==> src/logic/argmin_defs.svh <==
`ifndef ARGMIN_DEFS_SVH
`define ARGMIN_DEFS_SVH

// Width of one floating-point lane word.
`define ARGMIN_FLOAT_W 32

// Number of lanes in one input beat. Must be a power of two.
`define ARGMIN_LANES 16

// Bits needed to name one lane, log2 of the lane count.
`define ARGMIN_IDX_W 4

`endif

==> src/logic/float_pkg.sv <==
`default_nettype none

`include "argmin_defs.svh"

package float_pkg;

  // ~~~~~~~~~~~~~~~~~~~~~~~~~~~~~~
  // Single-precision word layout
  // ~~~~~~~~~~~~~~~~~~~~~~~~~~~~~~

  // IEEE-754 binary32 fields, most significant first.
  typedef struct packed {
    logic       sign;
    logic [7:0] exponent;  // Biased. All ones marks inf or NaN.
    logic [22:0] mantissa;
  } float_fields_t;

  // The same word seen two ways. The fields give NaN and zero detection,
  // the raw bits give the magnitude compare once the sign is dropped.
  typedef union packed {
    logic [`ARGMIN_FLOAT_W-1:0] raw;
    float_fields_t               fields;
  } float_word_u;

endpackage

`default_nettype wire

==> src/logic/argmin_pkg.sv <==
`default_nettype none

`include "argmin_defs.svh"

package argmin_pkg;

  // ~~~~~~~~~~~~~~~~~~~~~~~~~~~~~~
  // Words carried by the tree
  // ~~~~~~~~~~~~~~~~~~~~~~~~~~~~~~

  // One contender for the minimum. Every compare stage takes two of these
  // and passes the winner on unchanged.
  typedef struct packed {
    float_pkg::float_word_u    value;
    logic [`ARGMIN_IDX_W-1:0]  index;     // Lane the value came from.
    logic                      eligible;  // Tag bit of that lane.
  } candidate_t;

  // What leaves the unit for each input beat.
  typedef struct packed {
    logic                      found;  // Low when no lane was tagged.
    logic [`ARGMIN_IDX_W-1:0]  index;
    float_pkg::float_word_u    value;
  } argmin_result_t;

endpackage

`default_nettype wire

==> src/logic/float_argmin.sv <==
`timescale 1ns/1ns
`default_nettype none

`include "argmin_defs.svh"

// Two-input compare stage of the argmin tree. Picks the smaller of two
// candidates and holds it in an output register with a valid/ready handshake.
module float_argmin (
  input  logic                   aclk,
  input  logic                   rst_n,
  input  argmin_pkg::candidate_t s_axis_a_tdata,
  input  argmin_pkg::candidate_t s_axis_b_tdata,
  input  logic                   s_axis_tvalid,
  output logic                   s_axis_tready,
  output argmin_pkg::candidate_t m_axis_result_tdata,
  output logic                   m_axis_result_tvalid,
  input  logic                   m_axis_result_tready
);

  // ~~~~~~~~~~~~~~~~~~~~~~~~~~~~~~
  // Float helpers
  // ~~~~~~~~~~~~~~~~~~~~~~~~~~~~~~

  // Exponent all ones with a nonzero mantissa.
  function automatic logic is_nan(float_pkg::float_word_u w);
    return (w.fields.exponent == '1) && (w.fields.mantissa != '0);
  endfunction

  function automatic logic is_zero(float_pkg::float_word_u w);
    return (w.fields.exponent == '0) && (w.fields.mantissa == '0);
  endfunction

  // Strict a < b for two non-NaN words. Both zeros compare equal
  // whatever their signs.
  function automatic logic less_than(float_pkg::float_word_u a,
                                     float_pkg::float_word_u b);
    logic [`ARGMIN_FLOAT_W-2:0] mag_a;
    logic [`ARGMIN_FLOAT_W-2:0] mag_b;
    mag_a = a.raw[`ARGMIN_FLOAT_W-2:0];
    mag_b = b.raw[`ARGMIN_FLOAT_W-2:0];
    if (is_zero(a) && is_zero(b)) begin
      return 1'b0;
    end
    if (a.fields.sign != b.fields.sign) begin
      return a.fields.sign;  // The negative one is smaller.
    end
    // Same sign. For negatives the larger magnitude is the smaller value.
    if (a.fields.sign) begin
      return mag_a > mag_b;
    end
    return mag_a < mag_b;
  endfunction

  // ~~~~~~~~~~~~~~~~~~~~~~~~~~~~~~
  // Winner selection
  // ~~~~~~~~~~~~~~~~~~~~~~~~~~~~~~

  logic                   a_nan;
  logic                   b_nan;
  logic                   pick_b;
  argmin_pkg::candidate_t winner;

  assign a_nan = is_nan(s_axis_a_tdata.value);
  assign b_nan = is_nan(s_axis_b_tdata.value);

  // Operand a always carries the lower lane numbers, so every tie keeps a.
  always_comb begin
    if (s_axis_a_tdata.eligible != s_axis_b_tdata.eligible) begin
      pick_b = s_axis_b_tdata.eligible;
    end else if (a_nan || b_nan) begin
      pick_b = a_nan && !b_nan;  // A NaN only wins against another NaN.
    end else begin
      pick_b = less_than(s_axis_b_tdata.value, s_axis_a_tdata.value);
    end
  end

  assign winner = pick_b ? s_axis_b_tdata : s_axis_a_tdata;

  // ~~~~~~~~~~~~~~~~~~~~~~~~~~~~~~
  // Output register and handshake
  // ~~~~~~~~~~~~~~~~~~~~~~~~~~~~~~

  logic                   result_valid;
  argmin_pkg::candidate_t result_data;
  logic                   in_xfer;

  // Room for a new beat if empty, or if the held one leaves on this edge.
  assign s_axis_tready = !result_valid || m_axis_result_tready;
  assign in_xfer       = s_axis_tvalid && s_axis_tready;

  always_ff @(posedge aclk or negedge rst_n) begin
    if (!rst_n) begin
      result_valid <= 1'b0;
    end else if (in_xfer) begin
      result_valid <= 1'b1;
    end else if (m_axis_result_tready) begin
      result_valid <= 1'b0;  // Drained with nothing behind it.
    end
  end

  // Loads only on a transfer, so a stalled stage keeps its word.
  always_ff @(posedge aclk) begin
    if (in_xfer) begin
      result_data <= winner;
    end
  end

  assign m_axis_result_tdata  = result_data;
  assign m_axis_result_tvalid = result_valid;

endmodule

`default_nettype wire

==> src/logic/float_multi_argmin.sv <==
`timescale 1ns/1ns
`default_nettype none

`include "argmin_defs.svh"

// Argmin over all lanes of a beat. A binary tree of float_argmin stages,
// one register per level, so the result follows the input by the tree depth.
//
// Nodes are numbered as a heap. Stage k sits at node k and reads nodes 2k
// and 2k+1. Node 1 is the root, nodes LANES..2*LANES-1 are the lane
// candidates, with lane i at node LANES+i. Left to right order is kept,
// so operand a of every stage holds the lower lane numbers.
module float_multi_argmin (
  input  logic                                      aclk,
  input  logic                                      rst_n,
  input  float_pkg::float_word_u [`ARGMIN_LANES-1:0] s_axis_a_tdata,
  input  logic [`ARGMIN_LANES-1:0]                  tag,
  input  logic                                      s_axis_a_tvalid,
  output logic                                      s_axis_a_tready,
  output argmin_pkg::argmin_result_t                m_axis_result_tdata,
  output logic                                      m_axis_result_tvalid,
  input  logic                                      m_axis_result_tready
);

  localparam int LEVELS = `ARGMIN_IDX_W;
  localparam int NODES  = 2 * `ARGMIN_LANES - 1;
  localparam int STAGES = `ARGMIN_LANES - 1;

  argmin_pkg::candidate_t node_data  [1:NODES];
  logic                   node_valid [1:STAGES];  // Output valid of stage k.
  logic                   node_ready [1:STAGES];  // Ready seen by stage k output.
  logic                   stage_in_valid [1:STAGES];
  logic                   stage_in_ready [1:STAGES];

  // ~~~~~~~~~~~~~~~~~~~~~~~~~~~~~~
  // Lane candidates
  // ~~~~~~~~~~~~~~~~~~~~~~~~~~~~~~

  for (genvar i = 0; i < `ARGMIN_LANES; i++) begin : g_lane
    localparam int unsigned LANE = i;

    assign node_data[`ARGMIN_LANES + i] = argmin_pkg::candidate_t'{
      value:    s_axis_a_tdata[i],
      index:    LANE[`ARGMIN_IDX_W-1:0],
      eligible: tag[i]
    };
  end

  // ~~~~~~~~~~~~~~~~~~~~~~~~~~~~~~
  // Compare tree
  // ~~~~~~~~~~~~~~~~~~~~~~~~~~~~~~

  for (genvar lvl = 1; lvl <= LEVELS; lvl++) begin : g_level
    localparam int FIRST = 1 << (LEVELS - lvl);  // Lowest node on this level.

    for (genvar j = 0; j < FIRST; j++) begin : g_stage
      localparam int K = FIRST + j;

      // Level 1 reads the input beat directly. Higher levels need both
      // children, which always fill and drain on the same edges.
      if (lvl == 1) begin : g_in_leaf
        assign stage_in_valid[K] = s_axis_a_tvalid;
      end else begin : g_in_node
        assign stage_in_valid[K] = node_valid[2*K] && node_valid[2*K+1];
      end

      // Siblings share the parent's input ready. The root faces the port.
      if (K == 1) begin : g_out_root
        assign node_ready[K] = m_axis_result_tready;
      end else begin : g_out_node
        assign node_ready[K] = stage_in_ready[K/2];
      end

      float_argmin u_cmp (
        .aclk                 (aclk),
        .rst_n                (rst_n),
        .s_axis_a_tdata       (node_data[2*K]),
        .s_axis_b_tdata       (node_data[2*K+1]),
        .s_axis_tvalid        (stage_in_valid[K]),
        .s_axis_tready        (stage_in_ready[K]),
        .m_axis_result_tdata  (node_data[K]),
        .m_axis_result_tvalid (node_valid[K]),
        .m_axis_result_tready (node_ready[K])
      );
    end
  end

  // All first-level stages move in lockstep, so the leftmost one speaks
  // for the whole beat.
  assign s_axis_a_tready = stage_in_ready[`ARGMIN_LANES/2];

  // ~~~~~~~~~~~~~~~~~~~~~~~~~~~~~~
  // Result
  // ~~~~~~~~~~~~~~~~~~~~~~~~~~~~~~

  // An ineligible root means no lane was tagged.
  assign m_axis_result_tdata = argmin_pkg::argmin_result_t'{
    found: node_data[1].eligible,
    index: node_data[1].index,
    value: node_data[1].value
  };
  assign m_axis_result_tvalid = node_valid[1];

endmodule

`default_nettype wire

==> config.mk <==
export PLATFORM = sky130hd
export DESIGN_NAME = float_multi_argmin
export DESIGN_NICKNAME = d
export VERILOG_FILES = /design/src/logic/float_pkg.sv /design/src/logic/argmin_pkg.sv /design/src/logic/float_argmin.sv /design/src/logic/float_multi_argmin.sv
export VERILOG_INCLUDE_DIRS = /design/src /design/src/logic
export SDC_FILE = /design/constraint.sdc
export NUM_CORES = 2
export LEC_CHECK = 0
export BUFFER_PORTS_ARGS = -buffer_cell sky130_fd_sc_hd__buf_4
export CORE_ASPECT_RATIO = 1.1
export CORE_MARGIN = 10
export CORE_UTILIZATION = 54
export CTS_BUF_LIST = sky130_fd_sc_hd__clkbuf_4 sky130_fd_sc_hd__clkbuf_8
export CTS_CLUSTER_SIZE = 28
export DETAILED_ROUTE_END_ITERATION = 12
export PLACE_DENSITY = 0.78
export SLEW_MARGIN = 20
export SYNTH_ARGS = -nofsm -noshare
export SYNTH_HDL_FRONTEND = slang
export SYNTH_SLANG_ARGS = --single-unit
export TNS_END_PERCENT = 10
==> constraint.sdc <==
create_clock -name aclk -period 3 [get_ports aclk]
set_input_delay 0.6 -clock aclk [delete_from_list [all_inputs] [get_ports aclk]]
set_output_delay 0.6 -clock aclk [all_outputs]
set_load 0.03 [all_outputs]
# ---- Word level (Yosys, flattened, before mapping)
# Cells that the tools add are included.
dict set report totals {
  register_bits 570
  input_bits 532
  wordCells 765
}
dict set report op_classes {
  order_cmp 30
  eq_ne 60
  n_mux 338
  n_reduce_logical 277
}
# operator n
set ops {}
lappend ops {{logical NOT 23 bit} 30}
lappend ops {{nonzero test 23 bit} 30}
lappend ops {{two-way mux 37 bit} 15}
lappend ops {{greater-than comparator 31 bit} 15}
lappend ops {{less-than comparator 31 bit} 15}
lappend ops {{two-way mux 1 bit} 323}
lappend ops {{== test 8 bit, second input constant} 30}
lappend ops {{logical NOT 8 bit} 30}
lappend ops {{logical AND 1 bit} 112}
lappend ops {{logical NOT 1 bit} 30}
lappend ops {{logical OR 1 bit} 30}
lappend ops {{inequality test 1 bit} 30}
lappend ops {{nonzero test 2 bit} 15}

# ---- Longest topological paths before layout
dict set report logic_depth {
  ltp_word 19
  depth_mapped 13
  mapped_depth_nobuf 11
}

# ---- Modules after synthesis
# Synthesis repeated with hierarchy kept, for this count alone.
dict set report unflattened {
  cells_unflattened 3871
  area_unflattened_um2 43555.5
}
# mod instances cells_each area_each_um2 seq_area_each_um2
set modules_own_cells {}
lappend modules_own_cells {{float_argmin at g_level[1].g_stage[0].u_cmp ...} 14 258 2901.5 1136.1}
lappend modules_own_cells {{float_argmin at g_level[4].g_stage[0].u_cmp} 1 250 2882.8 1136.1}
lappend modules_own_cells {float_multi_argmin 1 9 51.3 0.0}

# ---- Worst setup path before layout
# No wires, ideal clock.
dict set report synth_path {
  kind {input port to flip-flop}
  from {input port s_axis_a_tdata[392] (netlist bit)}
  to {register g_level[1].g_stage[6].u_cmp.result_data, in the netlist g_level[1].g_stage[6].u_cmp.m_axis_result_tdata[10], data pin}
  arrival_ns 2.897
  required_ns 2.740
  setup_slack_ns -0.157
  cell_stages 12
  cell_sequence {inv_1 ha_1 a21oi_1 nor2_1 a2111oi_0 o31ai_1 o21a_1 or4b_1 o311a_1 inv_2 buf_6 mux2_2}
}
# element line
set synth_lines {}
lappend synth_lines {{start: declaration} float_multi_argmin.sv:16} ;# input float_pkg::float_word_u [`ARGMIN_LANES-1:0] s_axis_a_tdata,
lappend synth_lines {{end signal: assignment} float_argmin.sv:104} ;# result_data <= winner;
lappend synth_lines {{end: declaration} float_argmin.sv:84} ;# argmin_pkg::candidate_t result_data;

==> summary.md <==
| Metric | Value |
|---|---|
| FMAX | 301 MHz |
| Die Wd | 275 µm |
| Clock root buffer | clkbuf_8 |
| TritonCTS clock tree | built |
| Cell variety after synth | 75 |
| Nets | 6082 |
| CTS clk-pin slew, worst paths | 0.07 ns |
| Area growth from synthesis to layout | 38.1% |
| Pre-CTS WS | -0.476 ns |
| Dpl cell area | 50400 µm² |
| Commonest non-fill, non-tap cell in the layout | buf_4 |
| Post-synthesis sequential area ratio | 41.4% |
| Failing checks | negative setup slack |
| Period utilisation layout | 111% |
| Clock power frac | 29.0% |
| Synth Flop Type | edfxtp_1 |
| Post-Layout Inst Area | 53400 µm² |
| Fraction of registers with async set/reset | 2.80% |
| Core Region | 70700 µm² |
| PortBufs | 570 |
| Total power | 22900 µW |
| Startpoint Class | flip-flop |
| Least-Margin Pin Slew | 0.743 ns |
| Arr. time, crit path | 3.75 ns |
| Worst setup path class | reg2reg |
| Outcome | finished with violations |
| Syn Area/Cell | 10.7 µm² |
| Gate power share | 29.0% |
| Drc violations | 0 |
| Synth warnings | 0 |
| GPL Wtd Cong | 0.985 |
| Final cell utilization of the core | 75.6% |
| CP required | 3.42 ns |
| Pre-antenna DRT Iters | 6 |
| Vias per cell | 5.85 |
| Slew HR | 49.2% |
| Max Cap Viol | 0 |
| P_sw | 6650 µW |
| H-Tree Depth | 3 |
| Flop-to-flop setup slack | -0.33 ns |
| Number of global-route vias before repair | 36600 |
| Clock sinks | 536 |
| Initial Util | 54.7% |
| Sequential Power Share | 42.0% |
| Clock skew | 0.0400 ns |
| Initial antenna violation count | 3 |
| I/O pin count | 571 |
| Pin count of the biggest net entering global routing | 38 |
| RSZ-0062 raised after global routing | true |
| Syn Inst Count | 3619 |
| Final Hold Vio Count | 0 |
| Peak supply drop | 0.299 mV |
| Reg2Reg Capture Point | g_level[3].g_stage[0].u_cmp.m_axis_result_tdata[7] |
| Total congestion overflow | 0 |
| Synth Net Count | 4631 |
| Sw Share | 29.1% |
| Total Wirelength | 131000 µm |
| Slew Limit Fails | 0 |
| First-pass GRT wire length | 198000 µm |
| Leakage | 0.0247 µW |
| Routed Antenna Nets | 0 |
| CP endpoint kind | flip-flop |
| Via count | 35600 |
| Starting DRT DRC Count | 3401 |
| Setup slack after layout | -0.326 ns |
| P_int | 16200 µW |
| Total track usage | 30.3% |
| Die H | 301 µm |
| Die ar. | 82800 µm² |
| Hold WC Path Type | in2reg |
| Register bit total from synthesis | 536 |
| Tmin final | 3.33 ns |
| Critical Path Sink | g_level[3].g_stage[0].u_cmp.m_axis_result_tdata[7] |
| Pwr Density | 428 nW/µm² |
| Final setup fails | 199 |
| Max FO, Critical Path | 7 |
| Netlist Area Pre-Place | 38700 µm² |
| Post-synth EDFFs | 521 |
| R2R cell count | 12 |
| Setup TNS | -35.37 ns |
| Num CTS Buffers | 90 |
| Most frequent cells in the layout | buf_4 (1390), inv_1 (531), edfxtp_1 (521) |
| Final HPWL DP | 105000 µm |
| Post-DR wirelength/cell | 21.5 µm |
| Clock Path Buffers | 3 |
| Fraction of final layout cells with drive strength greater than 1 | 40.6% |
| FP Rows | 102 |
| Skew-Pair Late Insertion Delay | 0.69 ns |
[cell families after synthesis]
kind of cell / count (synthesis) / synth area share, %
muxes: 456 / 13.5
adders and majority gates: 480 / 15.5
AOI/OAI and AO/OA: 486 / 8.33
and+or+nand+nor: 1037 / 14.6
DFF: 536 / 41.4
buffers and inverters: 624 / 6.60
[cell usage after synthesis, types with 23 or more instances]
cell | count | area [µm²]
edfxtp_1 | 521 | 15600
mux2_1 | 75 | 845
nand2b_1 | 28 | 175
o21ai_0 | 76 | 380
ha_1 | 480 | 6010
nor2_1 | 87 | 327
nor2b_1 | 31 | 194
a21o_1 | 44 | 330
nand4_1 | 200 | 1250
inv_1 | 546 | 2050
mux2_4 | 29 | 435
o211ai_1 | 36 | 270
nand3_1 | 74 | 370
nor4_1 | 228 | 1430
nor3_1 | 69 | 345
and3_1 | 41 | 257
clkbuf_1 | 23 | 86.3
a21oi_1 | 155 | 776
mux2_2 | 337 | 3790
nand2_1 | 210 | 788
[power by group through the flow]
stage | Clock (µW) | Combinational [µW] | Sequential (µW)
after floorplan | 0 | 3250 | 9460
after global placement | 0 | 5840 | 9710
after detailed placement | 0 | 6040 | 9710
after CTS | 6730 | 6360 | 9570
after global routing | 7080 | 7170 | 9640
final | 6630 | 6630 | 9610
[registers in the layout (all words and copies together) (netlist names)]
name                                        flops
g_level.g_stage.u_cmp.m_axis_result_tdata     521
g_level.g_stage.u_cmp.m_axis_result_tvalid     15
[worst min-delay path by stage]
stage,end,startpoint,depth (start not counted)
5_1_grt,flip-flop,s_axis_a_tdata[255],2
2_1_floorplan,g_level[1].g_stage[0].u_cmp.m_axis_result_tvalid,rst_n,0
6_report,flip-flop,s_axis_a_tdata[255],2
3_3_place_gp,g_level[1].g_stage[6].u_cmp.m_axis_result_tvalid,rst_n,1
3_5_place_dp,g_level[1].g_stage[6].u_cmp.m_axis_result_tvalid,rst_n,1
4_1_cts,flip-flop,s_axis_a_tdata[255],2
[layer usage]
| layer | track usage, % | vias to the layer above | wire length, µm |
|---|---|---|---|
| met5 | 0 | - | 27 |
| met4 | 10.9 | 4 | 4290 |
| met3 | 6.35 | 329 | 11300 |
| met2 | 51.8 | 1622 | 63900 |
| met1 | 37.2 | 17000 | 51500 |
| li1 | - | 16600 | - |
[per-stage QoR]
step,cells,hold WS [ns]
finish,6079,0.225
global route,6079,0.222
CTS,6066,0.177
detailed placement,5872,0.477
global placement,5872,0.474
floorplan,3619,0.304
[what timing repair did]
action / 4_1_cts / 5_1_grt
setup buffers: 24 / 9
hold buffers: 1 / 0
pin swaps: 40 / 21
endpoints found under the setup margin: 214 / 227
gates resized for setup: 94 / 53
endpoints found under the hold margin: 15 / 0
cloned: 5 / 4
[worst max-delay path, stage by stage, from the launching register on]
cell      delay, ns
edfxtp_1       0.51
inv_2          0.13
ha_4           0.20
a21o_1         0.15
a221o_1        0.32
a221oi_2       0.37
o21ai_1        0.15
a21oi_2        0.17
mux2i_2        0.30
a31oi_4        0.14
buf_12         0.17
buf_12         0.13
mux2_4         0.31
[layout make-up]
cell class / count / area [µm²]
clock buffers: 104 / 1350
flip-flops and latches: 536 / 16000
multi-input cells: 2459 / 21100
inverters: 554 / 2090
fillers: 4721 / 17300
well taps: 936 / 1170
clock inverters: 60 / 444
repair buffers: 1429 / 11200
diodes: 1 / 2.50
Note: power is estimated with default switching activity, not from simulation.
